<file path="config.mk">
export PLATFORM = sky130hd
export DESIGN_NAME = frame_match_top
export DESIGN_NICKNAME = d
export VERILOG_FILES = /design/src/source/frame_match_pkg.sv /design/src/source/frame_match_top.sv /design/src/source/loop_compare.sv /design/src/source/field_tagger.sv /design/src/source/rule_regs.sv
export SDC_FILE = /design/constraint.sdc
export NUM_CORES = 1
export LEC_CHECK = 0
export ABC_AREA = 1
export ABC_CLOCK_PERIOD_IN_PS = 3000
export BUFFER_PORTS_ARGS = -buffer_cell sky130_fd_sc_hd__clkbuf_2
export CAP_MARGIN = 15
export CORE_ASPECT_RATIO = 1.4
export CORE_MARGIN = 2
export CORE_UTILIZATION = 45
export DETAILED_ROUTE_END_ITERATION = 10
export GPL_TIMING_DRIVEN = 0
export PLACE_DENSITY = 0.61
export SLEW_MARGIN = 25
export SYNTH_ARGS = -nofsm -noshare
export SYNTH_HDL_FRONTEND = slang
export SYNTH_HIERARCHICAL = 1
export SYNTH_SLANG_ARGS = --single-unit
</file>
<file path="constraint.sdc">
create_clock -name clk -period 3 [get_ports clk]
set_input_delay 0.6 -clock clk [delete_from_list [all_inputs] [get_ports clk]]
set_output_delay 0.6 -clock clk [all_outputs]
set_load 0.05 [all_outputs]
</file>
<file path="src/source/frame_match_pkg.sv">
package frame_match_pkg;

	// Compare opcodes applied to the assembled 32-bit field
	// Signedness only affects the ordering compares gt, lt, ge and le
	typedef enum logic [2:0] {
		op_eq    = 3'd0,
		op_gt    = 3'd1,
		op_lt    = 3'd2,
		op_ge    = 3'd3,
		op_le    = 3'd4,
		// Field AND reference is nonzero
		op_any   = 3'd5,
		// Every reference bit is also set in the field
		op_all   = 3'd6,
		op_never = 3'd7
	} cmp_op_e;

	// Byte addresses of the register block
	localparam logic [3:0] addr_ctrl  = 4'h0;
	localparam logic [3:0] addr_ref   = 4'h4;
	localparam logic [3:0] addr_count = 4'h8;

	// Control word layout
	localparam int ctrl_enable_bit = 0;

	// Set means little-endian with the least significant byte first
	localparam int ctrl_order_bit  = 1;
	localparam int ctrl_signed_bit = 2;

	// Opcode occupies bits 6:4
	localparam int ctrl_op_lsb     = 4;

	// Field offset in bytes whose width is set by the OFFSET_W parameter
	localparam int ctrl_offset_lsb = 16;

endpackage
</file>
<file path="src/source/frame_match_top.sv">
`timescale 1ns/1ps

module frame_match_top #(
	parameter int OFFSET_W = 6
) (
	input  logic        clk,
	input  logic        rst_n,
	input  logic [3:0]  s_axil_awaddr,
	input  logic        s_axil_awvalid,
	output logic        s_axil_awready,
	input  logic [31:0] s_axil_wdata,
	input  logic [3:0]  s_axil_wstrb,
	input  logic        s_axil_wvalid,
	output logic        s_axil_wready,
	output logic [1:0]  s_axil_bresp,
	output logic        s_axil_bvalid,
	input  logic        s_axil_bready,
	input  logic [3:0]  s_axil_araddr,
	input  logic        s_axil_arvalid,
	output logic        s_axil_arready,
	output logic [31:0] s_axil_rdata,
	output logic [1:0]  s_axil_rresp,
	output logic        s_axil_rvalid,
	input  logic        s_axil_rready,
	input  logic [7:0]  s_axis_tdata,
	input  logic        s_axis_tlast,
	input  logic        s_axis_tvalid,
	output logic [7:0]  m_axis_tdata,
	output logic        m_axis_tlast,
	output logic        m_axis_tvalid,
	output logic        match
);

	logic                     enable;
	logic                     order;
	logic                     is_signed;
	frame_match_pkg::cmp_op_e op;
	logic [OFFSET_W-1:0]      offset;
	logic [31:0]              ref_value;

	logic [7:0]               t_data;
	logic                     t_last;
	logic                     t_valid;
	logic                     field_byte;
	logic                     field_last;
	logic [7:0]               ref_byte;
	logic                     frame_enable;
	logic                     frame_order;
	logic                     frame_signed;
	frame_match_pkg::cmp_op_e frame_op;

	rule_regs #(
		.OFFSET_W(OFFSET_W)
	) regs0 (
		.clk(clk),
		.rst_n(rst_n),
		.s_axil_awaddr(s_axil_awaddr),
		.s_axil_awvalid(s_axil_awvalid),
		.s_axil_awready(s_axil_awready),
		.s_axil_wdata(s_axil_wdata),
		.s_axil_wstrb(s_axil_wstrb),
		.s_axil_wvalid(s_axil_wvalid),
		.s_axil_wready(s_axil_wready),
		.s_axil_bresp(s_axil_bresp),
		.s_axil_bvalid(s_axil_bvalid),
		.s_axil_bready(s_axil_bready),
		.s_axil_araddr(s_axil_araddr),
		.s_axil_arvalid(s_axil_arvalid),
		.s_axil_arready(s_axil_arready),
		.s_axil_rdata(s_axil_rdata),
		.s_axil_rresp(s_axil_rresp),
		.s_axil_rvalid(s_axil_rvalid),
		.s_axil_rready(s_axil_rready),
		.match_event(match),
		.enable(enable),
		.order(order),
		.is_signed(is_signed),
		.op(op),
		.offset(offset),
		.ref_value(ref_value)
	);

	field_tagger #(
		.OFFSET_W(OFFSET_W)
	) tagger0 (
		.clk(clk),
		.rst_n(rst_n),
		.s_axis_tdata(s_axis_tdata),
		.s_axis_tlast(s_axis_tlast),
		.s_axis_tvalid(s_axis_tvalid),
		.enable(enable),
		.order(order),
		.is_signed(is_signed),
		.op(op),
		.offset(offset),
		.ref_value(ref_value),
		.t_data(t_data),
		.t_last(t_last),
		.t_valid(t_valid),
		.field_byte(field_byte),
		.field_last(field_last),
		.ref_byte(ref_byte),
		.frame_enable(frame_enable),
		.frame_order(frame_order),
		.frame_signed(frame_signed),
		.frame_op(frame_op)
	);

	loop_compare compare0 (
		.clk(clk),
		.rst_n(rst_n),
		.t_data(t_data),
		.t_last(t_last),
		.t_valid(t_valid),
		.field_byte(field_byte),
		.field_last(field_last),
		.ref_byte(ref_byte),
		.frame_enable(frame_enable),
		.frame_order(frame_order),
		.frame_signed(frame_signed),
		.frame_op(frame_op),
		.m_axis_tdata(m_axis_tdata),
		.m_axis_tlast(m_axis_tlast),
		.m_axis_tvalid(m_axis_tvalid),
		.match(match)
	);

endmodule

</file>
<file path="src/source/loop_compare.sv">
`timescale 1ns/1ps

module loop_compare (
	input  logic                       clk,
	input  logic                       rst_n,
	input  logic [7:0]                 t_data,
	input  logic                       t_last,
	input  logic                       t_valid,
	input  logic                       field_byte,
	input  logic                       field_last,
	input  logic [7:0]                 ref_byte,
	input  logic                       frame_enable,
	input  logic                       frame_order,
	input  logic                       frame_signed,
	input  frame_match_pkg::cmp_op_e   frame_op,
	output logic [7:0]                 m_axis_tdata,
	output logic                       m_axis_tlast,
	output logic                       m_axis_tvalid,
	output logic                       match
);

	logic [31:0] field_acc;
	logic [31:0] ref_acc;
	logic [31:0] field_nxt;
	logic [31:0] ref_nxt;
	logic        cmp_now;
	logic        result_q;
	logic        seen_q;
	logic        hit;

	function automatic logic compare(input frame_match_pkg::cmp_op_e cop, input logic sgn,
		input logic [31:0] a, input logic [31:0] b);
		logic gt;
		logic lt;
		if (sgn) begin
			gt = $signed(a) > $signed(b);
			lt = $signed(a) < $signed(b);
		end else begin
			gt = a > b;
			lt = a < b;
		end
		case (cop)
			frame_match_pkg::op_eq:  return a == b;
			frame_match_pkg::op_gt:  return gt;
			frame_match_pkg::op_lt:  return lt;
			frame_match_pkg::op_ge:  return !lt;
			frame_match_pkg::op_le:  return !gt;
			frame_match_pkg::op_any: return |(a & b);
			frame_match_pkg::op_all: return (a & b) == b;
			default:                 return 1'b0;
		endcase
	endfunction

	// Little-endian bytes enter at the top so both orders end up in natural order
	always_comb begin
		if (frame_order) begin
			field_nxt = {t_data, field_acc[31:8]};
			ref_nxt   = {ref_byte, ref_acc[31:8]};
		end else begin
			field_nxt = {field_acc[23:0], t_data};
			ref_nxt   = {ref_acc[23:0], ref_byte};
		end
	end

	assign cmp_now = compare(frame_op, frame_signed, field_nxt, ref_nxt);

	// A field that ends on the tlast beat uses the fresh result
	assign hit = field_last ? cmp_now : (seen_q && result_q);

	always_ff @(posedge clk) begin
		if (t_valid && field_byte) begin
			field_acc <= field_nxt;
			ref_acc   <= ref_nxt;
		end
		m_axis_tdata <= t_data;
	end

	always_ff @(posedge clk) begin
		if (!rst_n) begin
			seen_q        <= 1'b0;
			result_q      <= 1'b0;
			m_axis_tvalid <= 1'b0;
			m_axis_tlast  <= 1'b0;
			match         <= 1'b0;
		end else begin
			m_axis_tvalid <= t_valid;
			m_axis_tlast  <= t_valid && t_last;
			match         <= t_valid && t_last && frame_enable && hit;
			if (t_valid && t_last) begin
				seen_q <= 1'b0;
			end else if (field_last) begin
				seen_q   <= 1'b1;
				result_q <= cmp_now;
			end
		end
	end

endmodule

</file>
<file path="src/source/field_tagger.sv">
`timescale 1ns/1ps

module field_tagger #(
	parameter int OFFSET_W = 6
) (
	input  logic                       clk,
	input  logic                       rst_n,
	input  logic [7:0]                 s_axis_tdata,
	input  logic                       s_axis_tlast,
	input  logic                       s_axis_tvalid,
	input  logic                       enable,
	input  logic                       order,
	input  logic                       is_signed,
	input  frame_match_pkg::cmp_op_e   op,
	input  logic [OFFSET_W-1:0]        offset,
	input  logic [31:0]                ref_value,
	output logic [7:0]                 t_data,
	output logic                       t_last,
	output logic                       t_valid,
	output logic                       field_byte,
	output logic                       field_last,
	output logic [7:0]                 ref_byte,
	output logic                       frame_enable,
	output logic                       frame_order,
	output logic                       frame_signed,
	output frame_match_pkg::cmp_op_e   frame_op
);

	// One spare bit so a saturated position lies beyond any field
	localparam int POS_W = OFFSET_W + 1;

	logic [POS_W-1:0]    pos_q;
	logic                first_beat;
	logic [OFFSET_W-1:0] offset_q;
	logic [31:0]         ref_q;
	logic [OFFSET_W-1:0] cur_offset;
	logic [31:0]         cur_ref;
	logic                cur_order;
	logic [POS_W-1:0]    rel;
	logic                in_field;
	logic [1:0]          ref_sel;

	// The first beat uses the live rule since the field may start at byte 0
	assign first_beat = (pos_q == '0);
	assign cur_offset = first_beat ? offset : offset_q;
	assign cur_ref    = first_beat ? ref_value : ref_q;
	assign cur_order  = first_beat ? order : frame_order;

	assign rel      = pos_q - POS_W'(cur_offset);
	assign in_field = (pos_q >= POS_W'(cur_offset)) && (rel < POS_W'(4));
	assign ref_sel  = cur_order ? rel[1:0] : 2'd3 - rel[1:0];

	always_ff @(posedge clk) begin
		if (!rst_n) begin
			pos_q        <= '0;
			frame_enable <= 1'b0;
			frame_order  <= 1'b0;
			frame_signed <= 1'b0;
			frame_op     <= frame_match_pkg::op_eq;
		end else if (s_axis_tvalid) begin
			if (first_beat) begin
				frame_enable <= enable;
				frame_order  <= order;
				frame_signed <= is_signed;
				frame_op     <= op;
			end
			if (s_axis_tlast) begin
				pos_q <= '0;
			end else if (pos_q != '1) begin
				pos_q <= pos_q + POS_W'(1);
			end
		end
	end

	always_ff @(posedge clk) begin
		if (s_axis_tvalid && first_beat) begin
			offset_q <= offset;
			ref_q    <= ref_value;
		end
	end

	always_ff @(posedge clk) begin
		if (!rst_n) begin
			t_valid    <= 1'b0;
			t_last     <= 1'b0;
			field_byte <= 1'b0;
			field_last <= 1'b0;
		end else begin
			t_valid    <= s_axis_tvalid;
			t_last     <= s_axis_tvalid && s_axis_tlast;
			field_byte <= s_axis_tvalid && in_field;
			field_last <= s_axis_tvalid && in_field && (rel[1:0] == 2'd3);
		end
	end

	always_ff @(posedge clk) begin
		t_data   <= s_axis_tdata;
		ref_byte <= cur_ref[8*ref_sel +: 8];
	end

endmodule

</file>
<file path="src/source/rule_regs.sv">
`timescale 1ns/1ps

module rule_regs #(
	parameter int OFFSET_W = 6
) (
	input  logic                       clk,
	input  logic                       rst_n,
	input  logic [3:0]                 s_axil_awaddr,
	input  logic                       s_axil_awvalid,
	output logic                       s_axil_awready,
	input  logic [31:0]                s_axil_wdata,
	input  logic [3:0]                 s_axil_wstrb,
	input  logic                       s_axil_wvalid,
	output logic                       s_axil_wready,
	output logic [1:0]                 s_axil_bresp,
	output logic                       s_axil_bvalid,
	input  logic                       s_axil_bready,
	input  logic [3:0]                 s_axil_araddr,
	input  logic                       s_axil_arvalid,
	output logic                       s_axil_arready,
	output logic [31:0]                s_axil_rdata,
	output logic [1:0]                 s_axil_rresp,
	output logic                       s_axil_rvalid,
	input  logic                       s_axil_rready,
	input  logic                       match_event,
	output logic                       enable,
	output logic                       order,
	output logic                       is_signed,
	output frame_match_pkg::cmp_op_e   op,
	output logic [OFFSET_W-1:0]        offset,
	output logic [31:0]                ref_value
);

	logic [31:0] ctrl_q;
	logic [31:0] ref_q;
	logic [31:0] count_q;
	logic [3:0]  aw_addr_q;
	logic        aw_held;
	logic [31:0] w_data_q;
	logic [3:0]  w_strb_q;
	logic        w_held;
	logic        commit;

	function automatic logic [31:0] merge_bytes(input logic [31:0] old_word,
		input logic [31:0] new_word, input logic [3:0] strb);
		logic [31:0] word;
		word = old_word;
		for (int i = 0; i < 4; i++) begin
			if (strb[i]) begin
				word[8*i +: 8] = new_word[8*i +: 8];
			end
		end
		return word;
	endfunction

	// A write completes once both address and data have been taken
	assign commit = aw_held && w_held && !s_axil_bvalid;

	always_ff @(posedge clk) begin
		if (!rst_n) begin
			s_axil_awready <= 1'b0;
			s_axil_wready  <= 1'b0;
			aw_held        <= 1'b0;
			w_held         <= 1'b0;
		end else begin
			s_axil_awready <= s_axil_awvalid && !s_axil_awready && !aw_held && !s_axil_bvalid;
			s_axil_wready  <= s_axil_wvalid && !s_axil_wready && !w_held && !s_axil_bvalid;
			if (s_axil_awvalid && s_axil_awready) begin
				aw_held <= 1'b1;
			end else if (commit) begin
				aw_held <= 1'b0;
			end
			if (s_axil_wvalid && s_axil_wready) begin
				w_held <= 1'b1;
			end else if (commit) begin
				w_held <= 1'b0;
			end
		end
	end

	always_ff @(posedge clk) begin
		if (s_axil_awvalid && s_axil_awready) begin
			aw_addr_q <= s_axil_awaddr;
		end
		if (s_axil_wvalid && s_axil_wready) begin
			w_data_q <= s_axil_wdata;
			w_strb_q <= s_axil_wstrb;
		end
	end

	always_ff @(posedge clk) begin
		if (!rst_n) begin
			ctrl_q        <= '0;
			ref_q         <= '0;
			count_q       <= '0;
			s_axil_bvalid <= 1'b0;
		end else begin
			if (commit) begin
				case (aw_addr_q)
					frame_match_pkg::addr_ctrl: ctrl_q <= merge_bytes(ctrl_q, w_data_q, w_strb_q);
					frame_match_pkg::addr_ref:  ref_q <= merge_bytes(ref_q, w_data_q, w_strb_q);
					default: ;
				endcase
				s_axil_bvalid <= 1'b1;
			end else if (s_axil_bvalid && s_axil_bready) begin
				s_axil_bvalid <= 1'b0;
			end
			if (match_event) begin
				count_q <= count_q + 32'd1;
			end
		end
	end

	always_ff @(posedge clk) begin
		if (!rst_n) begin
			s_axil_arready <= 1'b0;
			s_axil_rvalid  <= 1'b0;
		end else begin
			s_axil_arready <= s_axil_arvalid && !s_axil_arready && !s_axil_rvalid;
			if (s_axil_arvalid && s_axil_arready) begin
				s_axil_rvalid <= 1'b1;
			end else if (s_axil_rvalid && s_axil_rready) begin
				s_axil_rvalid <= 1'b0;
			end
		end
	end

	always_ff @(posedge clk) begin
		if (s_axil_arvalid && s_axil_arready) begin
			case (s_axil_araddr)
				frame_match_pkg::addr_ctrl:  s_axil_rdata <= ctrl_q;
				frame_match_pkg::addr_ref:   s_axil_rdata <= ref_q;
				frame_match_pkg::addr_count: s_axil_rdata <= count_q;
				default:                     s_axil_rdata <= '0;
			endcase
		end
	end

	assign s_axil_bresp = 2'b00;
	assign s_axil_rresp = 2'b00;

	assign enable    = ctrl_q[frame_match_pkg::ctrl_enable_bit];
	assign order     = ctrl_q[frame_match_pkg::ctrl_order_bit];
	assign is_signed = ctrl_q[frame_match_pkg::ctrl_signed_bit];
	assign op        = frame_match_pkg::cmp_op_e'(ctrl_q[frame_match_pkg::ctrl_op_lsb +: 3]);
	assign offset    = ctrl_q[frame_match_pkg::ctrl_offset_lsb +: OFFSET_W];
	assign ref_value = ref_q;

endmodule

</file>
==> impl_metrics.yaml, run 1 <==
status:
  outcome: "finished clean"
synthesis:
  avgSynthCellArea_um2: 8.59
  ys_seq_elements: 323
  synth_simple_gate_area_frac: 0.222
  synth_top_family_by_area: "simple AND/OR/NAND/NOR gates"
  synthMuxAreaShare: 0.00323
  yosys_warnings: 6
  synth-xor-area-share: 0.00166
  synth-compound-area-share: 0.0831
  synthAdderAreaFrac: 0.0841
  yosysUniqueCellTypes: 39
  syn-cell-area_um2: 15900
  ys_seq_area_frac: 0.518
  syn_inst: 1847
die:
  coreArea_um2: 34900
  die_y_um: 226
  start_util: 0.455
  io-pin-count: 113
  dieArea_um2: 36800
  row_count: 81
  die_w_um: 163
grt:
  grt_max_degree: 43
  grt_usage: 0.240
  grt_pass1_vias: 12500
  grt_overflow: 0
  grt_pass1_wl_mm: 67.0
  antenna_found_initial: 0
timing:
  timing.final.ws_setup_ns: 0.221
  fmax_mhz: 360
  tightest_slew_ns: 0.816
  grt_setup_unrepaired: "yes"
  period_minus_slack_ns: 2.78
  setup_viol: 0
  post-route-period-util: 0.926
  max_slew_margin: 0.455
  hold_violations: 0
  slew_violations: 0
  worst_clock_skew_ns: 0.0247
detailed_routing:
  viasPerCell: 5.00
  dr_total_vias: 12400
  wl_mm: 43.1
  drtAntennaViolNets: 0
  drc: 0
  routedWlPerCell_um: 17.4
  drt_iter0_markers: 812
  dr.pass1.iters: 7
placement:
  place_area_um2: 17000
  gp_congestion: 0.928
  dp_hpwl_mm: 33.7
  io_buffers: 108
  dp_cells: 2416
  dp_slack_ns: -0.457
clock_network:
  htree_levels: 2
  numCtsBuffers: 34
  postCtsHoldBufs: 0
  clock_sinks: 323
  clk-insertion-delay-late_ns: 0.54
  clk_path_buf_depth: 3
  clockRootBuffer: "clkbuf_16"
  worst_setup_hold_path_clk_slew_ns: 0.06
  cts_tree: "built"
final_layout:
  instances_no_fill: 2480
  mostFrequentLayoutCells: "360 x nand2_1, 268 x inv_1, 247 x nor2_1"
  layout.nets: 2167
  layout_commonest_cell: "nand2_1"
  layout-drive-gt1-share: 0.148
  area_growth_pct: 15.4
  final_area_um2: 18300
  insertedDiodeCount: 0
worst_hold_path:
  hold_class: "input pin to register"
pwr:
  peakVddDrop_mv: 0.409
  cellPowerDensity_nw_per_um2: 563
  p_leak_nw: 7.83
worst_setup_path:
  crit_fanout: 12
  cp-end-kind: "register"
  start_kind: "register"
  path_class: "register to register"
  required_ns: 3.41
  cp.arrival_ns: 3.19
run:
  drv_cap: 0
report_power, final:
| group | internal, mW | switching, mW | total [mW] |
|---|---|---|---|
| logic | 0.387 | 0.806 | 1.19 |
| clock network | 2.51 | 1.74 | 4.26 |
| registers | 4.79 | 0.0664 | 4.85 |
| total | 7.69 | 2.62 | 10.3 |
Yosys cell counts (all sizes together):
| library cell | instances | share of area |
|---|---|---|
| mux2 | 1 | 0.00071 |
| a21boi | 1 | 0.00047 |
| ha | 105 | 0.083 |
| clkbuf | 27 | 0.0064 |
| o211ai | 19 | 0.0090 |
| and3 | 1 | 0.00039 |
| mux2i | 4 | 0.0025 |
| nand3b | 5 | 0.0024 |
| a21oi | 46 | 0.015 |
| conb | 1 | 0.00024 |
| nand3 | 106 | 0.036 |
| nor4 | 7 | 0.0028 |
| o211a | 1 | 0.00063 |
| a21o | 1 | 0.00047 |
| nor2 | 277 | 0.072 |
| nor3 | 15 | 0.0050 |
| fa | 1 | 0.0013 |
| inv | 284 | 0.067 |
| nand4 | 24 | 0.0095 |
| buf | 32 | 0.014 |
| dfxtp | 149 | 0.19 |
| edfxtp | 174 | 0.33 |
| a31oi | 3 | 0.0012 |
| o31ai | 1 | 0.00047 |
| nand2 | 380 | 0.093 |
| o21ai | 178 | 0.056 |
| xor2 | 3 | 0.0017 |
| or2 | 1 | 0.00039 |
area by class of cell:
cell class | instances | area, µm²
Buffer | 58 | 389
Clock buffer | 48 | 965
Clock inverter | 12 | 160
Fill cell | 3328 | 16600
Inverter | 284 | 1070
Multi-Input combinational cell | 1184 | 6330
Sequential cell | 323 | 8210
Tap cell | 456 | 571
Timing Repair Buffer | 115 | 618
path summary, 6_finish.rpt:
path | cells after the start | startpoint | slack [ns] | endpoint
max | 14 | tagger0/pos_q[1] | 0.22 | tagger0/ref_byte[6]
min | 1 | s_axis_tdata[7] | 0.18 | tagger0/t_data[7]
max reg2reg | 14 | tagger0/pos_q[1] | 0.22 | tagger0/ref_byte[6]
min reg2reg | 0 | tagger0/t_data[1] | 0.38 | compare0/m_axis_tdata[1]
metal layers:
metal  global-route usage  share of wire
met4                0.134          0.060
met2                0.457           0.53
met1                0.254           0.37
met5                    0              0
met3               0.0274          0.036
sequential cells by signal, indices dropped and copies added, names as in the netlist, 3 cells and up:
signal,cells
regs0/w_data_q,32
tagger0/ref_q,32
regs0/count_q,32
tagger0/ref_byte,8
tagger0/offset_q,6
regs0/ref_value,32
regs0/ctrl_q,32
regs0/s_axil_rdata,32
compare0/m_axis_tdata,8
tagger0/t_data,8
tagger0/pos_q,7
compare0/ref_acc,32
tagger0/frame_op,3
regs0/aw_addr_q,4
compare0/field_acc,32
regs0/w_strb_q,4
metrics by stage:
stage | utilization | power [mW] | setup TNS [ns] | hold WS (ns)
after detailed placement | 0.488 | 6.10 | -1.84 | 0.383
final | 0.525 | 10.3 | 0 | 0.182
after global placement | 0.487 | 6.07 | -1.51 | 0.377
after global routing | 0.525 | 10.7 | -0.0102 | 0.163
after CTS | 0.522 | 10.4 | 0 | 0.156
after floorplan | - | 5.71 | 0 | 0.346
what timing repair did:
item / 4_1_cts / 5_1_grt
gates resized for setup: 28 / 60
pin swaps: 0 / 1
endpoints found under the setup margin: 11 / 9
buffers inserted: 0 / 5
logic make-up (layout without fill, tap and decap cells):
group                      after synthesis  count (layout)
muxes                                    5               5
buffers and inverters                  343             517
DFF                                    323             323
other                                    1               4
and+or+nand+nor                        816             816
AOI/OAI and AO/OA                      250             250
adders and majority gates              106             106
xor gates and xnor gates                 3               3
critical path: stages (launching register included):
cell and delay, ns:
dfxtp_2 0.36, inv_1 0.08, ha_1 0.20, inv_1 0.10, nor2_4 0.05, nand3_2 0.10, buf_12 0.13, mux2_2 0.33
ha_1 0.21, fa_2 0.57, inv_1 0.08, nand2_1 0.08, nand2_2 0.13, nand3_1 0.16, nand2_1 0.07
No activity file was read; power rests on OpenSTA's default activity.
==> run 2: changes to the inputs <==
--- a/config.mk
+++ b/config.mk
@@ -5,7 +5,6 @@
 export SDC_FILE = /design/constraint.sdc
 export NUM_CORES = 1
 export LEC_CHECK = 0
-export ABC_AREA = 1
 export ABC_CLOCK_PERIOD_IN_PS = 3000
 export BUFFER_PORTS_ARGS = -buffer_cell sky130_fd_sc_hd__clkbuf_2
 export CAP_MARGIN = 15
==> impl_metrics.yaml, run 2 <==
worst_setup_path:
  path_cells: "inv_2, ha_4, or4b_4, or2_1, buf_6, nand2_4, nand2_4, ha_4, fa_2, xor2_2, o32a_1, a32o_2"
  required_ns: 3.41
  start_kind: "register"
  cp-end-kind: "register"
  critical-path-slowest-cell: "fa_2"
  r2r_setup_slack_ns: -0.20
  path_class: "register to register"
  cp.arrival_ns: 3.61
  slowest_delay_ns: 0.66
  crit_fanout: 4
die:
  row_count: 80
  dieArea_um2: 36200
  io-pin-count: 113
  start_util: 0.457
  die_y_um: 224
  die_w_um: 161
  coreArea_um2: 34100
placement:
  dp_hpwl_mm: 31.7
  dp_slack_ns: -0.795
  gp_congestion: 0.925
  io_buffers: 108
timing:
  fmax_mhz: 312
  worst_clock_skew_ns: 0.0217
  tightest_slew_ns: 0.899
  max_slew_margin: 0.401
  hold-worst-slack_ns: 0.175
  slew_violations: 0
  hold_violations: 0
  setup_viol: 12
  tns_ns: -1.05
  period_minus_slack_ns: 3.20
  grt_setup_unrepaired: "yes"
  timing.final.ws_setup_ns: -0.201
  post-route-period-util: 1.07
synthesis:
  synth_edf_count: 174
  ys_top_cells_by_count: "174 x edfxtp_1, 169 x mux2i_1, 149 x dfxtp_1, 113 x nand2_1, 105 x ha_1"
  synth_top_area_cell: "edfxtp_1"
  synth_area_leaders: "edfxtp_1 33%, dfxtp_1 19%, mux2i_1 11%"
  yosys_warnings: 6
  yosysUniqueCellTypes: 75
  avgSynthCellArea_um2: 11.4
  ys_seq_elements: 323
  synth.most_common_cell: "edfxtp_1"
  synth_top_area_frac: 0.335
  synth-async-reset-ratio: 0
  syn_inst: 1363
  synthFlopType: "edfxtp_1"
  ys_seq_area_frac: 0.526
  syn-cell-area_um2: 15600
final_layout:
  layout.nets: 1746
  layout-drive-gt1-share: 0.255
  layout_commonest_cell: "edfxtp_1"
  area_growth_pct: 25.3
  post-route-util: 0.573
  insertedDiodeCount: 0
  mostFrequentLayoutCells: "174 x edfxtp_1, 146 x dfxtp_1, 132 x mux2i_1"
grt:
  gr-usage-met3: 0.0308
  grt_pass1_vias: 11700
  gr-usage-met2: 0.463
  grt_usage: 0.241
  grt_overflow: 0
  grt_max_degree: 42
  met1_usage: 0.253
  antenna_found_initial: 0
  grt_pass1_wl_mm: 66.4
  grt_busiest_layer: "met2"
clock_network:
  worst_setup_hold_path_clk_slew_ns: 0.06
  clk-insertion-delay-late_ns: 0.54
  postCtsHoldBufs: 0
  cts_tree: "built"
  clock_sinks: 323
  clk_path_buf_depth: 3
  htree_levels: 2
  clockRootBuffer: "clkbuf_16"
  numCtsBuffers: 35
detailed_routing:
  drtAntennaViolNets: 0
  routedWlPerCell_um: 21.3
  dr.pass1.iters: 5
  dr_total_vias: 11400
  viasPerCell: 5.53
  wl_mm: 43.8
  drt_iter0_markers: 594
  drc: 0
pwr:
  peakVddDrop_mv: 0.389
  switching_share: 0.232
  pwr-share-comb: 0.075
  seqPwrFrac: 0.481
  switchingPower_mw: 2.32
  p_leak_nw: 8.11
  p_int_mw: 7.70
  power.share.clock: 0.444
  power_mw: 10.0
  cellPowerDensity_nw_per_um2: 513
status:
  violations: "setup timing"
  outcome: "complete, but fails checks"
run:
  drv_cap: 0
worst_hold_path:
  hold_class: "input pin to register"
run 2: cell types whose count changed in the layout (fill, tap and decap cells not counted), moves of 28 or more:
cell      delta
nand3_1     -76
nand2_1    -250
inv_1      -211
nor2b_1     +35
a22oi_1     +33
o21ai_0    -127
nor2_1     -147
mux2i_1    +128
buf_4       +48
o21ai_1     -31
a211oi_1    +28
run 2: final cells by class:
| class | instances | area (µm²) |
|---|---|---|
| plain buffers | 68 | 469 |
| clock buffers | 45 | 975 |
| clock inverters | 19 | 211 |
| fillers | 2833 | 14600 |
| inverters | 74 | 278 |
| multi-input cells | 898 | 7590 |
| flip-flops and latches | 323 | 8210 |
| well taps | 451 | 564 |
| repair buffers | 179 | 1250 |
run 2: logic make-up (layout without fill, tap and decap cells):
group | after synthesis | in the layout | share of synthesized area
AOI/OAI and AO/OA | 189 | 189 | 0.0819
xor gates and xnor gates | 17 | 17 | 0.00954
adders and majority gates | 106 | 106 | 0.0855
buffers and inverters | 145 | 385 | 0.0404
DFF | 323 | 323 | 0.526
muxes | 178 | 178 | 0.121
other | 1 | 4 | 0.000240
and+or+nand+nor | 404 | 404 | 0.135
run 2: critical path, delay by kind of cell (launching register included):
kind / cells / cell delay [ns]
AOI/OAI and AO/OA: 2 / 0.66
xor gates and xnor gates: 1 / 0.10
DFF: 1 / 0.32
and+or+nand+nor: 4 / 0.87
adders and majority gates: 3 / 0.94
buffers and inverters: 2 / 0.20
run 2: what timing repair did:
action	4_1_cts	5_1_grt
gates cloned	5	0
endpoints found under the setup margin	12	12
buffers inserted	46	16
resized for setup	137	34
pin swaps	28	23
run 2: path summary, 6_finish.rpt:
| check | start | endpoint | cells after the start |
|---|---|---|---|
| setup / recovery | tagger0/pos_q[0] | tagger0/ref_byte[1] | 12 |
| setup reg to reg | tagger0/pos_q[0] | tagger0/ref_byte[1] | 12 |
| hold reg to reg | tagger0/t_data[2] | compare0/m_axis_tdata[2] | 0 |
| hold / removal | s_axis_tdata[6] | tagger0/t_data[6] | 1 |
run 2: stage by stage:
stage / cells / area [µm²]
after floorplan: 1366 / 15700
after global placement: 1925 / 16800
after detailed placement: 1929 / 16900
after CTS: 2043 / 19300
after global routing: 2057 / 19600
final: 2057 / 19600
run 2: power groups by stage:
stage	Combinational (mW)	Sequential, mW	Clock [mW]
final	0.751	4.82	4.45
after detailed placement	0.656	4.90	0
after CTS	0.726	4.82	4.55
after floorplan	0.372	4.95	0
after global routing	0.804	4.83	4.71
after global placement	0.633	4.91	0
run 2: metal layers:
layer	wire length (µm)	share of wire
met1	16100	0.37
met2	23300	0.53
met3	1730	0.039
met4	2660	0.061
met5	0	0
==> run 3: changes to the inputs <==
--- a/config.mk
+++ b/config.mk
@@ -10,12 +10,11 @@
 export CAP_MARGIN = 15
 export CORE_ASPECT_RATIO = 1.4
 export CORE_MARGIN = 2
-export CORE_UTILIZATION = 45
+export CORE_UTILIZATION = 55
 export DETAILED_ROUTE_END_ITERATION = 10
 export GPL_TIMING_DRIVEN = 0
-export PLACE_DENSITY = 0.61
+export PLACE_DENSITY = 0.73
 export SLEW_MARGIN = 25
 export SYNTH_ARGS = -nofsm -noshare
 export SYNTH_HDL_FRONTEND = slang
-export SYNTH_HIERARCHICAL = 1
 export SYNTH_SLANG_ARGS = --single-unit
==> impl_metrics.yaml, run 3 <==
status:
  outcome: "finished clean"
detailed_routing:
  dr.pass1.iters: 9
  routedWlPerCell_um: 21.2
  wl_mm: 38.4
  drc: 0
  dr_total_vias: 10500
  drt_iter0_markers: 734
  drtAntennaViolNets: 0
  viasPerCell: 5.83
pwr:
  p_leak_nw: 7.03
  peakVddDrop_mv: 0.593
  cellPowerDensity_nw_per_um2: 543
  power_mw: 9.82
clock_network:
  clk-insertion-delay-late_ns: 0.54
  clockRootBuffer: "clkbuf_16"
  worst_setup_hold_path_clk_slew_ns: 0.06
  clock_sinks: 323
  htree_levels: 2
  cts_tree: "built"
  clk_path_buf_depth: 3
  numCtsBuffers: 34
die:
  row_count: 71
  coreArea_um2: 26700
  start_util: 0.556
  die_y_um: 198
  dieArea_um2: 28300
  die_w_um: 143
  io-pin-count: 113
synthesis:
  synth_top_area_cell: "edfxtp_1"
  synth-async-reset-ratio: 0
  yosysUniqueCellTypes: 61
  synth_top_area_frac: 0.352
  syn_inst: 1275
  synth_edf_count: 174
  yosys_warnings: 0
  ys_seq_area_frac: 0.554
  synth.most_common_cell: "edfxtp_1"
  syn-cell-area_um2: 14800
  synth_area_leaders: "edfxtp_1 35%, dfxtp_1 20%, ha_1 8.9%"
  ys_seq_elements: 323
  synthFlopType: "edfxtp_1"
  ys_top_cells_by_count: "174 x edfxtp_1, 149 x dfxtp_1, 121 x nand2_1, 105 x ha_1, 104 x inv_1"
  avgSynthCellArea_um2: 11.6
timing:
  tns_ns: 0
  hold_violations: 0
  max_slew_margin: 0.476
  tightest_slew_ns: 0.783
  timing.final.ws_setup_ns: 0.00129
  setup_viol: 0
  slew_violations: 0
  grt_setup_unrepaired: "yes"
  period_minus_slack_ns: 3.00
  fmax_mhz: 333
  post-route-period-util: 1.00
  worst_clock_skew_ns: 0.0326
worst_hold_path:
  holdPathEnd: "tagger0.t_data[4]"
  hold_class: "input pin to register"
  hp-start: "s_axis_tdata[4]"
  hold_depth: 1
grt:
  grt_max_degree: 53
  grt_pass1_wl_mm: 57.3
  antenna_found_initial: 0
  grt_overflow: 0
  grt_pass1_vias: 10500
  grt_usage: 0.267
final_layout:
  instances_no_fill: 1809
  post-route-util: 0.679
  area_growth_pct: 22.0
  layout_commonest_cell: "edfxtp_1"
  layout.nets: 1622
  layout-drive-gt1-share: 0.214
  insertedDiodeCount: 0
  mostFrequentLayoutCells: "174 x edfxtp_1, 143 x dfxtp_1, 120 x nand2_1"
run:
  drv_cap: 0
worst_setup_path:
  start_kind: "register"
  r2r-start: "tagger0.frame_order"
  rr_endpoint: "compare0.result_q"
  r2r_cells: 12
  crit_fanout: 10
  path_class: "register to register"
  required_ns: 3.40
  cp-end-kind: "register"
  r2r_setup_slack_ns: 0.001
  cp.arrival_ns: 3.40
placement:
  dp_slack_ns: -0.846
  dp_cells: 1717
  gp_congestion: 0.918
  dp_hpwl_mm: 27.4
  io_buffers: 107
-- run 3: area by class of cell --
type	instances	area (µm²)
well taps	328	410
clock inverters	15	180
fillers	1921	8560
plain buffers	61	464
flip-flops and latches	323	8220
clock buffers	47	983
inverters	104	390
multi-input cells	790	6550
repair buffers	141	895
-- run 3: what timing repair did --
action	CTS	global route
buffers inserted	8	19
hold buffers	0	0
pin swaps	11	20
gates resized for setup	87	73
cloned	2	1
endpoints found under the setup margin	12	11
-- run 3: worst max-delay path: stages (launching register included) --
cell and delay, ns:
dfxtp_4 0.38, buf_12 0.14, clkbuf_8 0.23, mux2i_2 0.33, inv_1 0.14, ha_1 0.25, nor4_4 0.29, nand4_1 0.15
o2111ai_1 0.20, o311ai_0 0.17, a31oi_2 0.23, nor2_1 0.06, a311o_1 0.31
-- run 3: stage by stage --
step	hold WS, ns	instance area [µm²]
CTS	0.160	17600
floorplan	0.350	14800
global placement	0.369	15800
global route	0.163	18100
detailed placement	0.372	15900
finish	0.174	18100
-- run 3: power breakdown --
group / internal, mW / switching [mW]
registers: 4.75 / 0.0570
clock network: 2.58 / 1.76
logic: 0.251 / 0.420
total: 7.58 / 2.24
-- run 3: kinds of logic (layout without fill, tap and decap cells) --
group	after synthesis	after routing	synth area share
and+or+nand+nor	367	367	0.128
DFF	323	323	0.554
muxes	89	89	0.0635
adders and majority gates	106	106	0.0900
other	1	4	0.000253
buffers and inverters	165	368	0.0453
xor gates and xnor gates	35	35	0.0219
AOI/OAI and AO/OA	189	189	0.0978
-- run 3: metal layers --
layer | share of wire | vias to the layer above | track usage | wire (µm)
met5 | 0 | - | 0 | 0
met4 | 0.065 | 0 | 0.162 | 2480
met3 | 0.045 | 132 | 0.0380 | 1720
li1 | - | 4957 | - | -
met1 | 0.37 | 5083 | 0.289 | 14000
met2 | 0.53 | 372 | 0.489 | 20100
-- run 3: worst max path at each step --
stage	slack, ns	from	endpoint	depth (start not counted)
2_1_floorplan	0.005	tagger0.frame_order	compare0.result_q	12
3_3_place_gp	-0.79	tagger0.frame_order	compare0.match	12
3_5_place_dp	-0.85	tagger0.frame_order	compare0.match	12
4_1_cts	0.0005	tagger0.frame_order	compare0.result_q	12
5_1_grt	-0.12	tagger0.frame_order	compare0.result_q	13
6_report	0.001	tagger0.frame_order	compare0.result_q	12
